[src/logic/cpu_params.svh]
`ifndef CPU_PARAMS_SVH
`define CPU_PARAMS_SVH

// Datapath widths
`define CPU_DATA_W 32
`define CPU_ADDR_W 32
`define CPU_REG_AW 5

// Address translation
`define CPU_TLB_ENTRIES 8
`define CPU_PAGE_BITS 12

// Data memory depth in words
`define CPU_RAM_WORDS 256

// Hardware interrupt lines
`define CPU_HW_INT_W 6

// CP0 register numbers
`define CPU_CP0_NUM_W 5
`define CPU_CP0_STATUS 5'd12
`define CPU_CP0_CAUSE 5'd13
`define CPU_CP0_EPC 5'd14

`endif

[src/logic/cpu_pkg.sv]
`default_nettype none

`include "cpu_params.svh"

package cpu_pkg;

    typedef enum logic [3:0] {
        NOP = 4'd0,
        LB  = 4'd1,
        LBU = 4'd2,
        LH  = 4'd3,
        LHU = 4'd4,
        LW  = 4'd5,
        SB  = 4'd6,
        SH  = 4'd7,
        SW  = 4'd8
    } mem_op_e;

    typedef enum logic [4:0] {
        NONE = 5'h00,
        INT  = 5'h01,
        SYS  = 5'h08,
        RI   = 5'h0a,
        OV   = 5'h0c,
        TR   = 5'h0d,
        ADEL = 5'h0e,
        TLBL = 5'h0f
    } exc_code_e;

    // Bit positions in ex_mem_t.exc_flags, bit 4 is reserved
    localparam int EXF_SYS   = 0;
    localparam int EXF_RI    = 1;
    localparam int EXF_TR    = 2;
    localparam int EXF_OV    = 3;
    localparam int EXF_FETCH = 5;

    typedef struct packed {
        logic                        valid;
        logic [`CPU_REG_AW-1:0]      reg_waddr;
        logic                        reg_we;
        logic [`CPU_DATA_W-1:0]      reg_wdata;
        logic [`CPU_DATA_W-1:0]      hi;
        logic [`CPU_DATA_W-1:0]      lo;
        logic                        hilo_we;
        mem_op_e                     op;
        logic [`CPU_ADDR_W-1:0]      addr;
        logic [`CPU_DATA_W-1:0]      store_data;
        logic                        cp0_we;
        logic [`CPU_CP0_NUM_W-1:0]   cp0_num;
        logic [`CPU_DATA_W-1:0]      cp0_wdata;
        logic [5:0]                  exc_flags;
        logic                        in_delay;
        logic [`CPU_ADDR_W-1:0]      pc;
    } ex_mem_t;

    typedef struct packed {
        logic                        valid;
        logic [`CPU_REG_AW-1:0]      reg_waddr;
        logic                        reg_we;
        logic [`CPU_DATA_W-1:0]      reg_wdata;
        logic [`CPU_DATA_W-1:0]      hi;
        logic [`CPU_DATA_W-1:0]      lo;
        logic                        hilo_we;
        logic                        cp0_we;
        logic [`CPU_CP0_NUM_W-1:0]   cp0_num;
        logic [`CPU_DATA_W-1:0]      cp0_wdata;
        exc_code_e                   exc_code;
        logic [`CPU_ADDR_W-1:0]      bad_addr;
        logic [`CPU_ADDR_W-1:0]      pc;
        logic                        in_delay;
    } mem_wb_t;

    typedef struct packed {
        logic                                      valid;
        logic [$clog2(`CPU_TLB_ENTRIES)-1:0]       index;
        logic [`CPU_ADDR_W-`CPU_PAGE_BITS-1:0]     vpn;
        logic [`CPU_ADDR_W-`CPU_PAGE_BITS-1:0]     pfn;
    } tlb_wr_t;

    typedef struct packed {
        logic [`CPU_DATA_W-1:0] status;
        logic [`CPU_DATA_W-1:0] cause;
        logic [`CPU_DATA_W-1:0] epc;
    } cp0_view_t;

endpackage

`default_nettype wire

[src/logic/tlb.sv]
`timescale 1ns/1ps
`default_nettype none

`include "cpu_params.svh"

module tlb (
    input  wire                         clk,
    input  wire                         rst_n_i,
    input  wire cpu_pkg::tlb_wr_t       wr_i,
    input  wire [`CPU_ADDR_W-1:0]       vaddr_i,
    output logic                        hit_o,
    output logic [`CPU_ADDR_W-1:0]      paddr_o
);

    localparam int VPN_W = `CPU_ADDR_W - `CPU_PAGE_BITS;

    logic [`CPU_TLB_ENTRIES-1:0] valid_q;
    logic [VPN_W-1:0]            vpn_q [`CPU_TLB_ENTRIES];
    logic [VPN_W-1:0]            pfn_q [`CPU_TLB_ENTRIES];
    logic                        unmapped;

    // kseg0/kseg1 style window, no translation
    assign unmapped = (vaddr_i[`CPU_ADDR_W-1 -: 2] == 2'b10);

    always_ff @(posedge clk) begin
        if (!rst_n_i) begin
            valid_q <= '0;
        end else if (wr_i.valid) begin
            valid_q[wr_i.index] <= 1'b1;
        end
    end

    always_ff @(posedge clk) begin
        if (wr_i.valid) begin
            vpn_q[wr_i.index] <= wr_i.vpn;
            pfn_q[wr_i.index] <= wr_i.pfn;
        end
    end

    always_comb begin
        hit_o   = 1'b0;
        paddr_o = '0;
        if (unmapped) begin
            hit_o   = 1'b1;
            paddr_o = {3'b000, vaddr_i[`CPU_ADDR_W-4:0]};
        end else begin
            for (int i = 0; i < `CPU_TLB_ENTRIES; i++) begin
                if (valid_q[i] && vpn_q[i] == vaddr_i[`CPU_ADDR_W-1:`CPU_PAGE_BITS]) begin
                    hit_o   = 1'b1;
                    paddr_o = {pfn_q[i], vaddr_i[`CPU_PAGE_BITS-1:0]};
                end
            end
        end
    end

endmodule

`default_nettype wire

[config.mk]
export PLATFORM = sky130hd
export DESIGN_NAME = tlb
export DESIGN_NICKNAME = d
export VERILOG_FILES = /design/src/logic/cpu_pkg.sv /design/src/logic/tlb.sv
export VERILOG_INCLUDE_DIRS = /design/src /design/src/logic
export SDC_FILE = /design/constraint.sdc
export NUM_CORES = 1
export LEC_CHECK = 0
export BUFFER_PORTS_ARGS = -buffer_cell sky130_fd_sc_hd__buf_2
export CORE_UTILIZATION = 40
export CTS_CLUSTER_SIZE = 12
export DETAILED_ROUTE_END_ITERATION = 8
export SETUP_SLACK_MARGIN = 0.2
export SLEW_MARGIN = 40
export SYNTH_ARGS = -nofsm -noshare
export SYNTH_HDL_FRONTEND = slang
export SYNTH_SLANG_ARGS = --single-unit
[constraint.sdc]
create_clock -name clk -period 7.87 [get_ports clk]
set_clock_uncertainty 0.05 [all_clocks]
set_input_delay 1.1805 -clock clk [delete_from_list [all_inputs] [get_ports clk]]
set_output_delay 1.1805 -clock clk [all_outputs]
set_load 0.1 [all_outputs]
==> metrics <==
most frequent cells in the layout=320 x edfxtp_1, 110 x buf_2, 86 x xor2_1, 68 x xnor2_1, 58 x nor2_1; Synth Warn #=0; slew margin rel.=0.427; Syn Inst Count=just over 900; sequential cell area=9770 sq um; Yosys reg bits=about 330; H-Tree Depth=2; Max-Cap Viols=0; static leakage=5.50 nW; Rows=67; post-synth net total=991; Via Count=8018; area of the multi-input gates=3570 sq um; initial antenna violation count=1; I/O Buffers=110; Worst-Skew Late Latency=0.52 ns; cell repeated most along the worst path=buf_2; Post-CTS Setup Repair Bufs=0; root buffer cell=clkbuf_16; DRT Pass-1 Iters=5; period utilization=0.733; Critical Path Fanout Max=21; layout cells sized above 1=0.202; RR Startpoint=valid_q[1]$_SDFFE_PN0P_; Final Critical Period=5.77 ns; VDD IR max=0.000142 V; cell family with most CP delay=simple AND/OR/NAND/NOR gates; Reg clk slew, reported paths=0.06 ns; 1st-iter DRT viols=703; Async S/R FF share, synth=0; critical path class=in -> out; # fillers=2954; final layout net count=roughly 1100; fmax=173 MHz; worst-path cell chain=buf_2 -> xnor2_1 -> nand4_1 -> nor4_1 -> and2_1 -> buf_4 -> nand2_1 -> o311ai_0 -> a21o_1 -> buf_2; CP arrival=4.54 ns; ANT cells=0; placed cell area=14800 sq um; Critical-path top delay cell=nor4_1; Total GRT Usage=0.204; area grow syn2layout=15.8%; CP endpoint kind=output port; worst hold start=valid_q[3]$_SDFFE_PN0P_; RSZ-0062 raised after global routing=no; setup ws final=2.10 ns; worst-case reg-to-reg path depth=1; fin area=15800 sq um; largest net degree at the start of global routing=42; GPL Wtd Cong=~0.8; Initial Util=0.407; Hold/Removal Path Class=reg -> reg; reg-to-reg endpoint=valid_q[1]$_SDFFE_PN0P_; CTS tree=built; drt drc=0; post-synthesis cell type count=47; Synth Flop Type=edfxtp_1; total wire length=35200 microns; Final Hold Fails=0; critical path buffer and inverter count=3; GRT overflow=0; Vias/cell=5.34; Synth top area share=0.704; commonest non-fill, non-tap cell in the layout=edfxtp_1; cell area after synthesis=~14000 sq um; DP Wirelength=21800 microns; Core Region=~34000 sq um; Max clock buf depth=3; hold path depth=1; Die X-Extent=~190 microns; total power=3.77 mW; Worst-Margin Slew=between 0.8 and 0.9 ns; CTS buffer count=35; die area=34900 sq um; DP Worst Slack=2.13 ns; CP max stage delay=~0.78 ns; area leader, netlist=edfxtp_1; vias in the first global route=7967; Die Height=187 microns; final setup fails=0; I/O pin cnt=111; WHS Endpoint=valid_q[3]$_SDFFE_PN0P_; outcome=completed; # hold bufs at CTS=0; max-slew violation count=0; Worst R2R Setup Slack=7.23 ns; wire length per cell=23.5 microns; worst path required time=6.64 ns; CTS Sinks=328; first-pass GRT wire length=about 52000 microns; Seq/Total Area, Yosys=0.715; hold_ws=0.407 ns; Post-Syn Area per Cell=15.0 sq um; Synth area leaders=edfxtp_1 70%, xor2_1 5.5%, xnor2_1 4.4%; TNS Setup=0 ns; post_cts resized=0; Cell Pwr Density=238 nW/um^2; Post-synth EDFFs=320; Critical path origin=vaddr_i[22]; post-route antenna net violation count=0; crit path launch type=primary input
## power by group
| group | total [mW] | internal, mW | switching, mW | leakage (nW) |
|---|---|---|---|---|
| clock | 1.53 | 0.858 | 0.669 | 0.508 |
| sequential | 1.99 | 1.98 | 0.0171 | 2.97 |
| combinational | 0.247 | 0.0661 | 0.181 | 2.02 |
## worst max path at each step
stage / endpoint / cells past startpoint
floorplan: paddr_o[12] / 10
global placement: paddr_o[29] / 9
detailed placement: paddr_o[20] / 10
CTS: paddr_o[20] / 10
global route: paddr_o[20] / 10
finish: paddr_o[16] / 10
## layout make-up
cell class | count | area share
timing repair buffer | 130 | 0.0458
inverter | 39 | 0.00925
sequential | 328 | 0.617
multi-input combinational | 495 | 0.226
clock buffer | 50 | 0.0608
clock inverter | 11 | 0.00538
tap | 448 | 0.0354
## flip-flops by register name (all words and copies together), names as in the netlist
| register | cells |
|---|---|
| valid_q | 8 |
| vpn_q | 160 |
| pfn_q | 160 |
## Yosys cell counts (14+ instances only)
| library cell | n |
|---|---|
| o31ai_1 | 15 |
| o221a_2 | 16 |
| nand4_1 | 16 |
| nor3_1 | 23 |
| edfxtp_1 | 320 |
| xor2_1 | 86 |
| a21o_1 | 15 |
| xnor2_1 | 68 |
| o311ai_0 | 15 |
| nor2_1 | 65 |
| inv_1 | 38 |
| clkbuf_1 | 27 |
| nand2_1 | 40 |
| buf_2 | 18 |
| a221oi_1 | 17 |
| nor4_1 | 22 |
| nor2b_1 | 14 |
## stage by stage
| stage | utilization | instances |
|---|---|---|
| 5_1_grt | 0.472 | 1501 |
| 6_report | 0.472 | 1501 |
| 4_1_cts | 0.472 | 1501 |
| 3_5_place_dp | 0.441 | 1440 |
| 2_1_floorplan | - | 913 |
| 3_3_place_gp | 0.439 | 1437 |
## kinds of logic (layout without fill, tap and decap cells)
group,after synthesis,count (layout),synth area share
simple gates,224,224,0.0828
xor+xnor,154,154,0.0988
buf+inv,90,230,0.0283
compound gates,117,117,0.0748
flops,328,328,0.715
## routing by layer
layer	track usage	share of wire	vias up
li1	-	-	3645
met1	0.295	0.45	3997
met2	0.320	0.46	334
met3	0.0331	0.073	40
met4	0.0485	0.013	2
met5	0	0.00037	-
Power figures use the tool's default switching activity.
