--- config.mk ---
export PLATFORM = sky130hd
export DESIGN_NAME = cp0_regs
export DESIGN_NICKNAME = d
export VERILOG_FILES = /design/src/logic/cpu_pkg.sv /design/src/logic/cp0_regs.sv
export VERILOG_INCLUDE_DIRS = /design/src /design/src/logic
export SDC_FILE = /design/constraint.sdc
export NUM_CORES = 1
export LEC_CHECK = 0
export CORE_AREA = 2 2 124 126
export CTS_CLUSTER_SIZE = 12
export DETAILED_ROUTE_END_ITERATION = 12
export DIE_AREA = 0 0 126 128
export DONT_BUFFER_PORTS = 1
export PLACE_DENSITY = 0.46
export SLEW_MARGIN = 30
export SYNTH_ARGS = -nofsm -noshare
export SYNTH_HDL_FRONTEND = slang
export SYNTH_SLANG_ARGS = --single-unit
--- constraint.sdc ---
create_clock -name clk -period 2.48 [get_ports clk]
set_input_delay 0.496 -clock clk [delete_from_list [all_inputs] [get_ports clk]]
set_output_delay 0.496 -clock clk [all_outputs]
set_load 0.02 [all_outputs]
--- src/logic/cpu_params.svh ---
`ifndef CPU_PARAMS_SVH
`define CPU_PARAMS_SVH

// Datapath widths
`define CPU_DATA_W 32
`define CPU_ADDR_W 32
`define CPU_REG_AW 5

// Address translation
`define CPU_TLB_ENTRIES 8
`define CPU_PAGE_BITS 12

// Data memory depth in words
`define CPU_RAM_WORDS 256

// Hardware interrupt lines
`define CPU_HW_INT_W 6

// CP0 register numbers
`define CPU_CP0_NUM_W 5
`define CPU_CP0_STATUS 5'd12
`define CPU_CP0_CAUSE 5'd13
`define CPU_CP0_EPC 5'd14

`endif

--- src/logic/cpu_pkg.sv ---
`default_nettype none

`include "cpu_params.svh"

package cpu_pkg;

    typedef enum logic [3:0] {
        NOP = 4'd0,
        LB  = 4'd1,
        LBU = 4'd2,
        LH  = 4'd3,
        LHU = 4'd4,
        LW  = 4'd5,
        SB  = 4'd6,
        SH  = 4'd7,
        SW  = 4'd8
    } mem_op_e;

    typedef enum logic [4:0] {
        NONE = 5'h00,
        INT  = 5'h01,
        SYS  = 5'h08,
        RI   = 5'h0a,
        OV   = 5'h0c,
        TR   = 5'h0d,
        ADEL = 5'h0e,
        TLBL = 5'h0f
    } exc_code_e;

    // Bit positions in ex_mem_t.exc_flags, bit 4 is reserved
    localparam int EXF_SYS   = 0;
    localparam int EXF_RI    = 1;
    localparam int EXF_TR    = 2;
    localparam int EXF_OV    = 3;
    localparam int EXF_FETCH = 5;

    typedef struct packed {
        logic                        valid;
        logic [`CPU_REG_AW-1:0]      reg_waddr;
        logic                        reg_we;
        logic [`CPU_DATA_W-1:0]      reg_wdata;
        logic [`CPU_DATA_W-1:0]      hi;
        logic [`CPU_DATA_W-1:0]      lo;
        logic                        hilo_we;
        mem_op_e                     op;
        logic [`CPU_ADDR_W-1:0]      addr;
        logic [`CPU_DATA_W-1:0]      store_data;
        logic                        cp0_we;
        logic [`CPU_CP0_NUM_W-1:0]   cp0_num;
        logic [`CPU_DATA_W-1:0]      cp0_wdata;
        logic [5:0]                  exc_flags;
        logic                        in_delay;
        logic [`CPU_ADDR_W-1:0]      pc;
    } ex_mem_t;

    typedef struct packed {
        logic                        valid;
        logic [`CPU_REG_AW-1:0]      reg_waddr;
        logic                        reg_we;
        logic [`CPU_DATA_W-1:0]      reg_wdata;
        logic [`CPU_DATA_W-1:0]      hi;
        logic [`CPU_DATA_W-1:0]      lo;
        logic                        hilo_we;
        logic                        cp0_we;
        logic [`CPU_CP0_NUM_W-1:0]   cp0_num;
        logic [`CPU_DATA_W-1:0]      cp0_wdata;
        exc_code_e                   exc_code;
        logic [`CPU_ADDR_W-1:0]      bad_addr;
        logic [`CPU_ADDR_W-1:0]      pc;
        logic                        in_delay;
    } mem_wb_t;

    typedef struct packed {
        logic                                      valid;
        logic [$clog2(`CPU_TLB_ENTRIES)-1:0]       index;
        logic [`CPU_ADDR_W-`CPU_PAGE_BITS-1:0]     vpn;
        logic [`CPU_ADDR_W-`CPU_PAGE_BITS-1:0]     pfn;
    } tlb_wr_t;

    typedef struct packed {
        logic [`CPU_DATA_W-1:0] status;
        logic [`CPU_DATA_W-1:0] cause;
        logic [`CPU_DATA_W-1:0] epc;
    } cp0_view_t;

endpackage

`default_nettype wire

--- src/logic/cp0_regs.sv ---
`timescale 1ns/1ps
`default_nettype none

`include "cpu_params.svh"

module cp0_regs (
    input  wire                        clk,
    input  wire                        rst_n_i,
    input  wire [`CPU_HW_INT_W-1:0]    hw_int_i,
    input  wire cpu_pkg::mem_wb_t      wb_i,
    output cpu_pkg::cp0_view_t         cp0_o
);

    logic exc_taken;

    assign exc_taken = (wb_i.exc_code != cpu_pkg::NONE);

    always_ff @(posedge clk) begin
        if (!rst_n_i) begin
            cp0_o.status <= '0;
            cp0_o.cause  <= '0;
            cp0_o.epc    <= '0;
        end else begin
            if (exc_taken) begin
                // Exception capture, overrides any software write
                if (wb_i.in_delay) begin
                    cp0_o.epc <= wb_i.pc - `CPU_ADDR_W'(4);
                end else begin
                    cp0_o.epc <= wb_i.pc;
                end
                cp0_o.cause[31]  <= wb_i.in_delay;
                cp0_o.cause[6:2] <= wb_i.exc_code;
                cp0_o.status[1]  <= 1'b1;
            end else if (wb_i.cp0_we) begin
                case (wb_i.cp0_num)
                    `CPU_CP0_STATUS: begin
                        cp0_o.status <= wb_i.cp0_wdata;
                    end
                    `CPU_CP0_CAUSE: begin
                        // Only IP1..IP0, IV and WP are writable
                        cp0_o.cause[9:8] <= wb_i.cp0_wdata[9:8];
                        cp0_o.cause[22]  <= wb_i.cp0_wdata[22];
                        cp0_o.cause[23]  <= wb_i.cp0_wdata[23];
                    end
                    `CPU_CP0_EPC: begin
                        cp0_o.epc <= wb_i.cp0_wdata;
                    end
                    default: begin
                    end
                endcase
            end
            // Hardware interrupt pending bits, sampled every cycle
            cp0_o.cause[15:10] <= hw_int_i;
        end
    end

endmodule

`default_nettype wire

==> reports/summary.txt <==
Status: completed
Clk_skew: 0 ns
Core box area: 14,860 sq um
Yosys top cell area share: 41.60%
Critical path launch point type: input pin
Switching Power: 0.6991 mW
Setup WS pre-CTS: 0.1440 ns
Leakage power total: 1.547 nW
Worst hold path cell count: 1
Total design power: 3.018 mW
Post-detailed-placement cell area: 4025 sq um
Number of max-slew violations in the final report: 0
Predominant post-synthesis flop cell: dfxtp_1
Class of the tightest hold or removal check: in2reg
Number of DRC violations after detailed-routing iteration 0: 75
Largest registers: cp0_o (80)
Leading cell types by count after synthesis: nand2_1 (87), dfxtp_1 (80), a21boi_1 (28), a21oi_1 (23)
Total iterations of the first detailed-routing run: 4
Switching fraction of total power: 23.17%
Count of cells resized by post-cts repair: 0
Final design instance area without fill: 4348 sq um
Worst Path Arrival: 2.20 ns
Count leader, synth: nand2_1
Cell taking the most area after synthesis: dfxtp_1
Post-CTS Setup Inserts: 0
Required time of the critical path: 2.70 ns
Number of synthesized flops with an enable pin: 0
Biggest fanout along the worst timing path: 4
Global-route congestion overflow total: 0
Register area share after synthesis: 41.60%
Via count of the first global-routing pass: 2,959
Initial core utilization: 25.90%
Number of nets in the layout: 657
Reg-to-reg setup timing slack: 1.43 ns
Fmax achieved: 505.0 MHz
Final Hold Violating Endpoints: 0
Share of the clock period used by the worst path after layout: 79.85%
Total number of placement rows: 45
Buffers added on ports: 0
First-pass GRT wire length: 16.72 mm
Fraction of registers with async set or reset after synthesis: 0%
Largest reg by FF count: cp0_o
Aggregate negative setup slack: 0 ns
Vias per inst: 4.769
Sum of routed wire length over all layers: 11.27 mm
Gpl congestion: 0.6925
Antenna violations before repair: 0
Synthesis-to-finish area growth: 12.93%
Synthesized flop and latch total: 80
Total number of clock tree sinks: 80
Final non-filler cell total: 629
DIE HEIGHT: 128 um
Library cells used by synthesis: 44
Via Count: 3,000
Number of cells produced by synthesis: 440
Power per Cell Area: 694.1 nW/um^2
Fraction of layout cells with a size suffix above 1: 12.70%
Number of diodes added for antenna fixing: 0
Pin count of the biggest net entering global routing: 81
Most common cell on crit path: or4_4
Worst path cell trace: or4_4 > or4_4 > nor4_4 > nand4_1 > nor3b_2
Cts bufs inserted: 9
Post-layout minimum cycle time: 1.980 ns
Count of endpoints failing setup in the final report: 0
Internal portion of total power: 2.319 mW
Fraction of power consumed by combinational cells: 5.1%
Flip-flop count of the largest register, all copies and words added: 80
Full die area: 16,130 sq um
CTS root buf: clkbuf_16
Setup repair after global routing missed its margin: false
Buf+Inv Stages, Crit Path: 0
Top cells by area in the synthesized netlist: dfxtp_1 (42%), nand2_1 (8.5%), a21boi_1 (5.5%)
DRC Markers: 0
Sum of net half-perimeters after detailed placement: 8.395 mm
Number of placed instances, taps included: 613
Die width: 126 um
Worst Path Class, Setup: in2reg
CP endpoint kind: register
Number of routed nets with antenna violations: 0
Max-cap violation count: 0
Number of ports placed on the die boundary: 316
Number of cell instances on the worst register-to-register path: 3
Post-Syn Area: 3850 sq um
Warnings, synthesis: 0
Global Route Usage Sum: 13.73%
Mean post-synth cell area: 8.750 sq um
Worst setup margin: 0.4998 ns
Cell count along the critical path: 5
Top delay family on crit path: simple AND/OR/NAND/NOR gates
Cts hold-fix bufs: 0
Worst-path clk slew: 0.06 ns
Sequential fraction of design power: 46.9%
Skew-Pair Late Insertion Delay: 0.34 ns
Max stage delay on crit path: 0.54 ns
Worst vdd rail ir drop: 0.3280 mV
Slowest cell on the critical path: or4_4
CTS H-Tree Depth: 3
Buffer levels on the longest clock path: 2
WL per Instance: 17.92 um
Clock share of power: 48.0%
TritonCTS clock tree: done
[cell usage in the layout, fill, tap and decap left out, types with 7 or more instances in the layout]
cell       netlist  layout
conb_1           1      16
clkbuf_16        0       9
a21oi_1         23      23
and3_1           8       8
dfxtp_1         80      80
and2_1           7       7
a21boi_1        28      28
mux2_2          15      15
nor3_1          12      12
nor2_1          10      10
mux2i_1         17      17
nor2b_1          9       9
o21ai_0         22      22
xnor2_1         19      19
nand2_1         87      86
buf_4           16      13
[power by group through the flow]
stage / Combinational, mW / Clock [mW] / Sequential, mW
floorplan: 0.166 / 0 / 1.43
global placement: 0.153 / 0 / 1.44
detailed placement: 0.156 / 0 / 1.45
CTS: 0.157 / 1.50 / 1.42
global route: 0.174 / 1.54 / 1.42
finish: 0.155 / 1.45 / 1.41
[area by class of cell]
type / count / area [sq um]
multi-input cells: 330 / 2083
repair buffers: 13 / 97.59
flip-flops and latches: 80 / 1602
clock buffers: 11 / 242.7
well taps: 188 / 235.2
fillers: 1632 / 10520
clock inverters: 5 / 80.08
inverters: 2 / 7.507
[logic make-up after synthesis]
logic type                 Yosys count  synth area share, %
and+or+nand+nor                    167                22.26
AOI/OAI and AO/OA                   86                14.10
DFF                                 80                41.60
buffers and inverters               45                6.110
muxes                               37                10.27
xor gates and xnor gates            23                5.232
adders and majority gates            1               0.3249
other                                1              0.09740
[metrics by stage]
step	utilization (%)	hold WS, ns
floorplan	-	0.5332
global placement	27.08	0.5428
detailed placement	27.08	0.5483
CTS	29.25	0.2610
global route	29.25	0.2669
finish	29.25	0.2797
[worst reg2reg max path, stage by stage (launching register included)]
cell and delay (ns):
dfxtp_1 0.40, mux2_2 0.31, o21ai_0 0.17, nor3_1 0.07
[path summary, 6_finish.rpt]
kind	from	endpoint
setup / recovery	wb_i[21]	cp0_o[31]
hold / removal	hw_int_i[5]	cp0_o[47]
setup reg to reg	cp0_o[30]	cp0_o[30]
hold reg to reg	cp0_o[66]	cp0_o[66]
[routing by layer]
layer | up-vias | routed length [um] | track usage (%)
met5 | - | 0 | 0
met4 | 0 | 189 | 5.818
met3 | 13 | 1398 | 7.304
met2 | 127 | 4937 | 21.19
met1 | 1391 | 4744 | 15.91
li1 | 1469 | - | -
Note: power is estimated with default switching activity, not from simulation.
