$ cat config.mk
export PLATFORM = sky130hd
export DESIGN_NAME = mem_stage
export DESIGN_NICKNAME = d
export VERILOG_FILES = /design/src/logic/cpu_pkg.sv /design/src/logic/mem_stage.sv
export VERILOG_INCLUDE_DIRS = /design/src /design/src/logic
export SDC_FILE = /design/constraint.sdc
export NUM_CORES = 1
export LEC_CHECK = 0
export ABC_AREA = 0
export BUFFER_PORTS_ARGS = -buffer_cell sky130_fd_sc_hd__clkbuf_2
export CAP_MARGIN = 5
export CORE_AREA = 2 2 285 287
export DETAILED_ROUTE_END_ITERATION = 10
export DIE_AREA = 0 0 287 289
export SYNTH_ARGS = -nofsm -noshare
export SYNTH_HDL_FRONTEND = slang
export SYNTH_SLANG_ARGS = --single-unit
$ cat constraint.sdc
create_clock -name clk -period 2.73 [get_ports clk]
set_input_delay 0.1365 -clock clk [delete_from_list [all_inputs] [get_ports clk]]
set_output_delay 0.1365 -clock clk [all_outputs]
set_load 0.05 [all_outputs]
$ cat src/logic/cpu_params.svh
`ifndef CPU_PARAMS_SVH
`define CPU_PARAMS_SVH

// Datapath widths
`define CPU_DATA_W 32
`define CPU_ADDR_W 32
`define CPU_REG_AW 5

// Address translation
`define CPU_TLB_ENTRIES 8
`define CPU_PAGE_BITS 12

// Data memory depth in words
`define CPU_RAM_WORDS 256

// Hardware interrupt lines
`define CPU_HW_INT_W 6

// CP0 register numbers
`define CPU_CP0_NUM_W 5
`define CPU_CP0_STATUS 5'd12
`define CPU_CP0_CAUSE 5'd13
`define CPU_CP0_EPC 5'd14

`endif

$ cat src/logic/cpu_pkg.sv
`default_nettype none

`include "cpu_params.svh"

package cpu_pkg;

    typedef enum logic [3:0] {
        NOP = 4'd0,
        LB  = 4'd1,
        LBU = 4'd2,
        LH  = 4'd3,
        LHU = 4'd4,
        LW  = 4'd5,
        SB  = 4'd6,
        SH  = 4'd7,
        SW  = 4'd8
    } mem_op_e;

    typedef enum logic [4:0] {
        NONE = 5'h00,
        INT  = 5'h01,
        SYS  = 5'h08,
        RI   = 5'h0a,
        OV   = 5'h0c,
        TR   = 5'h0d,
        ADEL = 5'h0e,
        TLBL = 5'h0f
    } exc_code_e;

    // Bit positions in ex_mem_t.exc_flags, bit 4 is reserved
    localparam int EXF_SYS   = 0;
    localparam int EXF_RI    = 1;
    localparam int EXF_TR    = 2;
    localparam int EXF_OV    = 3;
    localparam int EXF_FETCH = 5;

    typedef struct packed {
        logic                        valid;
        logic [`CPU_REG_AW-1:0]      reg_waddr;
        logic                        reg_we;
        logic [`CPU_DATA_W-1:0]      reg_wdata;
        logic [`CPU_DATA_W-1:0]      hi;
        logic [`CPU_DATA_W-1:0]      lo;
        logic                        hilo_we;
        mem_op_e                     op;
        logic [`CPU_ADDR_W-1:0]      addr;
        logic [`CPU_DATA_W-1:0]      store_data;
        logic                        cp0_we;
        logic [`CPU_CP0_NUM_W-1:0]   cp0_num;
        logic [`CPU_DATA_W-1:0]      cp0_wdata;
        logic [5:0]                  exc_flags;
        logic                        in_delay;
        logic [`CPU_ADDR_W-1:0]      pc;
    } ex_mem_t;

    typedef struct packed {
        logic                        valid;
        logic [`CPU_REG_AW-1:0]      reg_waddr;
        logic                        reg_we;
        logic [`CPU_DATA_W-1:0]      reg_wdata;
        logic [`CPU_DATA_W-1:0]      hi;
        logic [`CPU_DATA_W-1:0]      lo;
        logic                        hilo_we;
        logic                        cp0_we;
        logic [`CPU_CP0_NUM_W-1:0]   cp0_num;
        logic [`CPU_DATA_W-1:0]      cp0_wdata;
        exc_code_e                   exc_code;
        logic [`CPU_ADDR_W-1:0]      bad_addr;
        logic [`CPU_ADDR_W-1:0]      pc;
        logic                        in_delay;
    } mem_wb_t;

    typedef struct packed {
        logic                                      valid;
        logic [$clog2(`CPU_TLB_ENTRIES)-1:0]       index;
        logic [`CPU_ADDR_W-`CPU_PAGE_BITS-1:0]     vpn;
        logic [`CPU_ADDR_W-`CPU_PAGE_BITS-1:0]     pfn;
    } tlb_wr_t;

    typedef struct packed {
        logic [`CPU_DATA_W-1:0] status;
        logic [`CPU_DATA_W-1:0] cause;
        logic [`CPU_DATA_W-1:0] epc;
    } cp0_view_t;

endpackage

`default_nettype wire

$ cat src/logic/mem_stage.sv
`timescale 1ns/1ps
`default_nettype none

`include "cpu_params.svh"

module mem_stage (
    input  wire                        clk,
    input  wire                        rst_n_i,
    input  wire cpu_pkg::ex_mem_t      ex_i,
    input  wire cpu_pkg::cp0_view_t    cp0_i,
    output logic [`CPU_ADDR_W-1:0]     vaddr_o,
    input  wire                        tlb_hit_i,
    input  wire [`CPU_ADDR_W-1:0]      paddr_i,
    output logic                       ram_ce_o,
    output logic                       ram_we_o,
    output logic [3:0]                 ram_sel_o,
    output logic [`CPU_ADDR_W-1:0]     ram_addr_o,
    output logic [`CPU_DATA_W-1:0]     ram_wdata_o,
    input  wire [`CPU_DATA_W-1:0]      ram_rdata_i,
    output cpu_pkg::mem_wb_t           wb_o
);

    cpu_pkg::cp0_view_t  cp0_fwd;
    cpu_pkg::mem_wb_t    wb_d;
    cpu_pkg::exc_code_e  exc_code;
    logic [`CPU_ADDR_W-1:0] bad_addr;
    logic                is_load;
    logic                is_store;
    logic                access;
    logic                int_pending;
    logic                exc_raised;
    logic [1:0]          boff;
    logic [7:0]          rd_byte;
    logic [15:0]         rd_half;
    logic [3:0]          sel;
    logic [`CPU_DATA_W-1:0] load_data;

    assign vaddr_o = ex_i.addr;

    assign is_load  = ex_i.op inside {cpu_pkg::LB, cpu_pkg::LBU, cpu_pkg::LH,
                                      cpu_pkg::LHU, cpu_pkg::LW};
    assign is_store = ex_i.op inside {cpu_pkg::SB, cpu_pkg::SH, cpu_pkg::SW};
    assign access   = ex_i.valid && (is_load || is_store);

    // CP0 as it will be once the write sitting in writeback lands
    always_comb begin
        cp0_fwd = cp0_i;
        if (wb_o.cp0_we && wb_o.exc_code == cpu_pkg::NONE) begin
            case (wb_o.cp0_num)
                `CPU_CP0_STATUS: begin
                    cp0_fwd.status = wb_o.cp0_wdata;
                end
                `CPU_CP0_CAUSE: begin
                    cp0_fwd.cause[9:8]   = wb_o.cp0_wdata[9:8];
                    cp0_fwd.cause[23:22] = wb_o.cp0_wdata[23:22];
                end
                `CPU_CP0_EPC: begin
                    cp0_fwd.epc = wb_o.cp0_wdata;
                end
                default: begin
                end
            endcase
        end
    end

    // Pending and unmasked, EXL clear, IE set
    assign int_pending = ((cp0_fwd.cause[15:8] & cp0_fwd.status[15:8]) != 8'h00)
                         && !cp0_fwd.status[1] && cp0_fwd.status[0];

    always_comb begin
        exc_code = cpu_pkg::NONE;
        bad_addr = '0;
        if (ex_i.valid) begin
            if (int_pending) begin
                exc_code = cpu_pkg::INT;
            end else if (ex_i.exc_flags[cpu_pkg::EXF_SYS]) begin
                exc_code = cpu_pkg::SYS;
            end else if (ex_i.exc_flags[cpu_pkg::EXF_RI]) begin
                exc_code = cpu_pkg::RI;
            end else if (ex_i.exc_flags[cpu_pkg::EXF_TR]) begin
                exc_code = cpu_pkg::TR;
            end else if (ex_i.exc_flags[cpu_pkg::EXF_OV]) begin
                exc_code = cpu_pkg::OV;
            end else if (ex_i.exc_flags[cpu_pkg::EXF_FETCH]) begin
                exc_code = cpu_pkg::ADEL;
                bad_addr = ex_i.pc;
            end else if (access && !tlb_hit_i) begin
                exc_code = cpu_pkg::TLBL;
                bad_addr = ex_i.addr;
            end
        end
    end

    assign exc_raised = (exc_code != cpu_pkg::NONE);

    assign boff    = paddr_i[1:0];
    assign rd_byte = ram_rdata_i[8*boff +: 8];
    assign rd_half = paddr_i[1] ? ram_rdata_i[31:16] : ram_rdata_i[15:0];

    // Lane select, store replication and load extension
    always_comb begin
        sel         = 4'b0000;
        ram_wdata_o = '0;
        load_data   = '0;
        case (ex_i.op)
            cpu_pkg::LB: begin
                sel       = 4'b0001 << boff;
                load_data = {{24{rd_byte[7]}}, rd_byte};
            end
            cpu_pkg::LBU: begin
                sel       = 4'b0001 << boff;
                load_data = {24'h000000, rd_byte};
            end
            cpu_pkg::LH: begin
                if (!boff[0]) begin
                    sel       = paddr_i[1] ? 4'b1100 : 4'b0011;
                    load_data = {{16{rd_half[15]}}, rd_half};
                end
            end
            cpu_pkg::LHU: begin
                if (!boff[0]) begin
                    sel       = paddr_i[1] ? 4'b1100 : 4'b0011;
                    load_data = {16'h0000, rd_half};
                end
            end
            cpu_pkg::LW: begin
                sel       = 4'b1111;
                load_data = ram_rdata_i;
            end
            cpu_pkg::SB: begin
                sel         = 4'b0001 << boff;
                ram_wdata_o = {4{ex_i.store_data[7:0]}};
            end
            cpu_pkg::SH: begin
                if (!boff[0]) begin
                    sel = paddr_i[1] ? 4'b1100 : 4'b0011;
                end
                ram_wdata_o = {2{ex_i.store_data[15:0]}};
            end
            cpu_pkg::SW: begin
                sel         = 4'b1111;
                ram_wdata_o = ex_i.store_data;
            end
            default: begin
            end
        endcase
    end

    assign ram_ce_o   = access;
    assign ram_we_o   = access && is_store && !exc_raised;
    assign ram_sel_o  = access ? sel : 4'b0000;
    assign ram_addr_o = paddr_i;

    always_comb begin
        wb_d.valid     = ex_i.valid;
        wb_d.reg_waddr = ex_i.reg_waddr;
        wb_d.reg_we    = ex_i.valid && ex_i.reg_we && !exc_raised;
        wb_d.reg_wdata = is_load ? load_data : ex_i.reg_wdata;
        wb_d.hi        = ex_i.hi;
        wb_d.lo        = ex_i.lo;
        wb_d.hilo_we   = ex_i.valid && ex_i.hilo_we;
        wb_d.cp0_we    = ex_i.valid && ex_i.cp0_we;
        wb_d.cp0_num   = ex_i.cp0_num;
        wb_d.cp0_wdata = ex_i.cp0_wdata;
        wb_d.exc_code  = exc_code;
        wb_d.bad_addr  = bad_addr;
        wb_d.pc        = ex_i.pc;
        wb_d.in_delay  = ex_i.in_delay;
    end

    always_ff @(posedge clk) begin
        if (!rst_n_i) begin
            wb_o.valid    <= 1'b0;
            wb_o.reg_we   <= 1'b0;
            wb_o.hilo_we  <= 1'b0;
            wb_o.cp0_we   <= 1'b0;
            wb_o.exc_code <= cpu_pkg::NONE;
        end else begin
            wb_o <= wb_d;
        end
    end

endmodule

`default_nettype wire

==> results.cfg <==
[setup_path]
slowest_stage = or4b_4
max_stage_delay_ns = 0.64
reg2reg_from = wb_o[67]
crit_family = simple AND/OR/NAND/NOR gates
path_cells = or4b_4 -> nor4_4 -> buf_6 -> mux2_4 -> a211oi_4 -> a31oi_4 -> buf_12 -> nor3_4 -> buf_8
critPathKind = reg -> out
cp_max_fo = 6
crit_path_start_kind = register
regToRegEndpoint = wb_o[205]
end_kind = primary output
reg2regPathDepth = 12
cp_data_arrival_time_ns = 3.04
cp.required_ns = 2.59
r2r_slack_ns = -0.36
crit_buf_inv = 3
path_depth = 9

[clock_tree]
numCtsBuffers = 25
htreeDepth = 1
clk_pin_slew_ns = 0.07
clk_latency_ns = 0.57
cts_tree = yes
clockRootBuffer = clkbuf_16
clockBufferDepth = 3
clkSinkCount = 211

[timing]
fmax_mhz = 315.0
period_needed_ns = 3.174
tightest_slew_ns = 1.208
relSlewSlack = 0.1950
timing.hold.ws_ns = 0.03899
finalWorstSetupSlack_ns = -0.4443
fin_worst_skew_ns = 0.03211
rsz0062_at_grt = yes
period_share = 1.163
hold_viol_final = 0
tns_ns = -11.04
setup_viol = 38
slew_violations = 0

[yosys]
syn_area_per_cell_um2 = 14.17
synth_top_cell_by_area = edfxtp_1
syn_area_mm2 = 0.008995
synth_cells = 635
synth_fa_ha_area_frac = 0
synth_compound_area_frac = 0.1010
yosysTopAreaCellShare = 0.6777
synth.ff_latch_count = 211
synth_warnings = 0
synthArstFlopShare = 0
yosysUniqueCellTypes = 43
synthTopCellsByArea = edfxtp_1 (68%), buf_4 (5.4%), a22oi_1 (3.1%)
synth_top_family_by_area = compound AO/OA/AOI/OAI gates
yosys.area_share.simple = 0.09709
synth-edff-count = 203
synth_flop_cell = edfxtp_1
synth_xor_area_frac = 0.001947
muxShareOfSynthArea = 0.03005
seq_area_frac_synth = 0.6955
synth_fp_nets = 1047

[power_and_ir_drop]
power.total_mw = 10.07
combPwrFrac = 0.247
cellPowerDensity_mw_per_mm2 = 604.8
power.leakage_nw = 6.953
intPower_mw = 6.855
swShare = 0.3196
ir_worst_vdd_mv = 0.3923
seq_power_share = 0.390
p_sw_mw = 3.220
power_frac_clock = 0.364

[layout]
fin_area_mm2 = 0.01666
top_regs = wb_o: 211 flops
final_cells = 2505
fillers = 8524
top_register = wb_o
final_common_cell = clkbuf_2
nets = 1838
fin_util = 0.2085
synthToLayoutAreaGrowth_pct = 85.20
largest_register_ffs = 211
post_route_cells_drive_above_1_share = 0.4993
final_cell_mix = clkbuf_2 (575), dlygate4sd3_1 (239), edfxtp_1 (203)

[drt]
drc = 0
via_count = 8686
first_pass_iters = 5
wl_per_cell_um = 17.09
vias_per_cell = 3.467
drtIter0Drc = 442
final_antenna_net_count = 0
wl_um = 42820

[placed_design]
io_buffer_count = 585
place_area_mm2 = 0.01310
dp_cells = 2215
gp_congestion = 0.8296
place_ws_ns = -0.06171
place_hpwl_um = 31110

[global_route]
antenna_found_initial = 3
grt.total_usage = 0.09535
grt_pass1_vias = 8908
grt_pass1_wl_um = 58340
grt_max_degree = 65
grt-ovfl-total = 0

[floorplan]
die_x_um = 287
pin_count = 726
start_util = 0.1126
die_y_um = 289
core_area_mm2 = 0.07990
rows = 104
die_area_mm2 = 0.08294

[outcome]
status = finished, violations left
violations = setup timing

[run]
drv_cap = 0

[hold_path]
min_path_type = in -> reg
min_to = wb_o[39]
hp-start = ex_i[115]
hold_path_depth = 3
-- power by group through the flow --
stage,Clock [mW],Sequential (mW),Combinational [mW]
final,3.66,3.93,2.49
after CTS,3.79,3.92,2.48
after detailed placement,0,3.99,2.12
after floorplan,0,4.86,0.584
after global routing,3.90,3.95,2.60
after global placement,0,3.98,2.11
-- how the worst max path moves through the flow --
stage / from / slack [ns] / to
global route: wb_o[67] / -0.59 / ram_we_o
finish: wb_o[67] / -0.44 / ram_we_o
CTS: wb_o[67] / -0.53 / ram_we_o
global placement: wb_o[65] / -0.07 / wb_o[44]
floorplan: wb_o[106] / -0.16 / ram_we_o
detailed placement: wb_o[65] / -0.06 / wb_o[64]
-- routing by layer --
metal	track usage	vias up	share of wire
li1	-	3952	-
met1	0.1006	4118	0.36
met2	0.1692	501	0.50
met3	0.02331	113	0.081
met4	0.06250	2	0.061
met5	0	-	0.00030
-- synth_stat cells (all sizes together) (4+ instances only) --
cell type	n
edfxtp	203
buf	75
nor2	43
nand2	42
nor3	40
a22oi	37
a21oi	27
clkbuf	24
o21ai	22
a22o	18
mux2i	18
and2	13
a221oi	8
dfxtp	8
mux2	8
a221o	7
inv	7
a21o	4
-- cell families (layout without fill, tap and decap cells) --
family	after synthesis	after routing
DFF	211	211
and+or+nand+nor	158	158
AOI/OAI and AO/OA	131	131
buffers and inverters	106	915
muxes	26	26
xor gates and xnor gates	2	2
other	1	2
-- layout make-up --
type | count | area (µm²) | area share
clock buffers | 28 | 636.9 | 0.03823
diodes | 1 | 2.502 | 0.0001502
multi-input cells | 318 | 2256 | 0.1354
inverters | 7 | 26.28 | 0.001577
flip-flops and latches | 211 | 6261 | 0.3758
clock inverters | 17 | 249.0 | 0.01495
repair buffers | 863 | 5901 | 0.3542
well taps | 1060 | 1326 | 0.07962
-- timing repair --
action	CTS	global route
resized for setup	38	13
pin swaps	9	23
gates cloned	1	0
setup buffers	4	3
endpoints found under the hold margin	203	0
hold buffers	239	0
setup endpoints to repair	35	38
-- worst min-delay path: stages --
cell and delay, ns:
clkbuf_2 0.10, a22oi_1 0.08, nor3_2 0.17
Power figures use the tool's default switching activity.
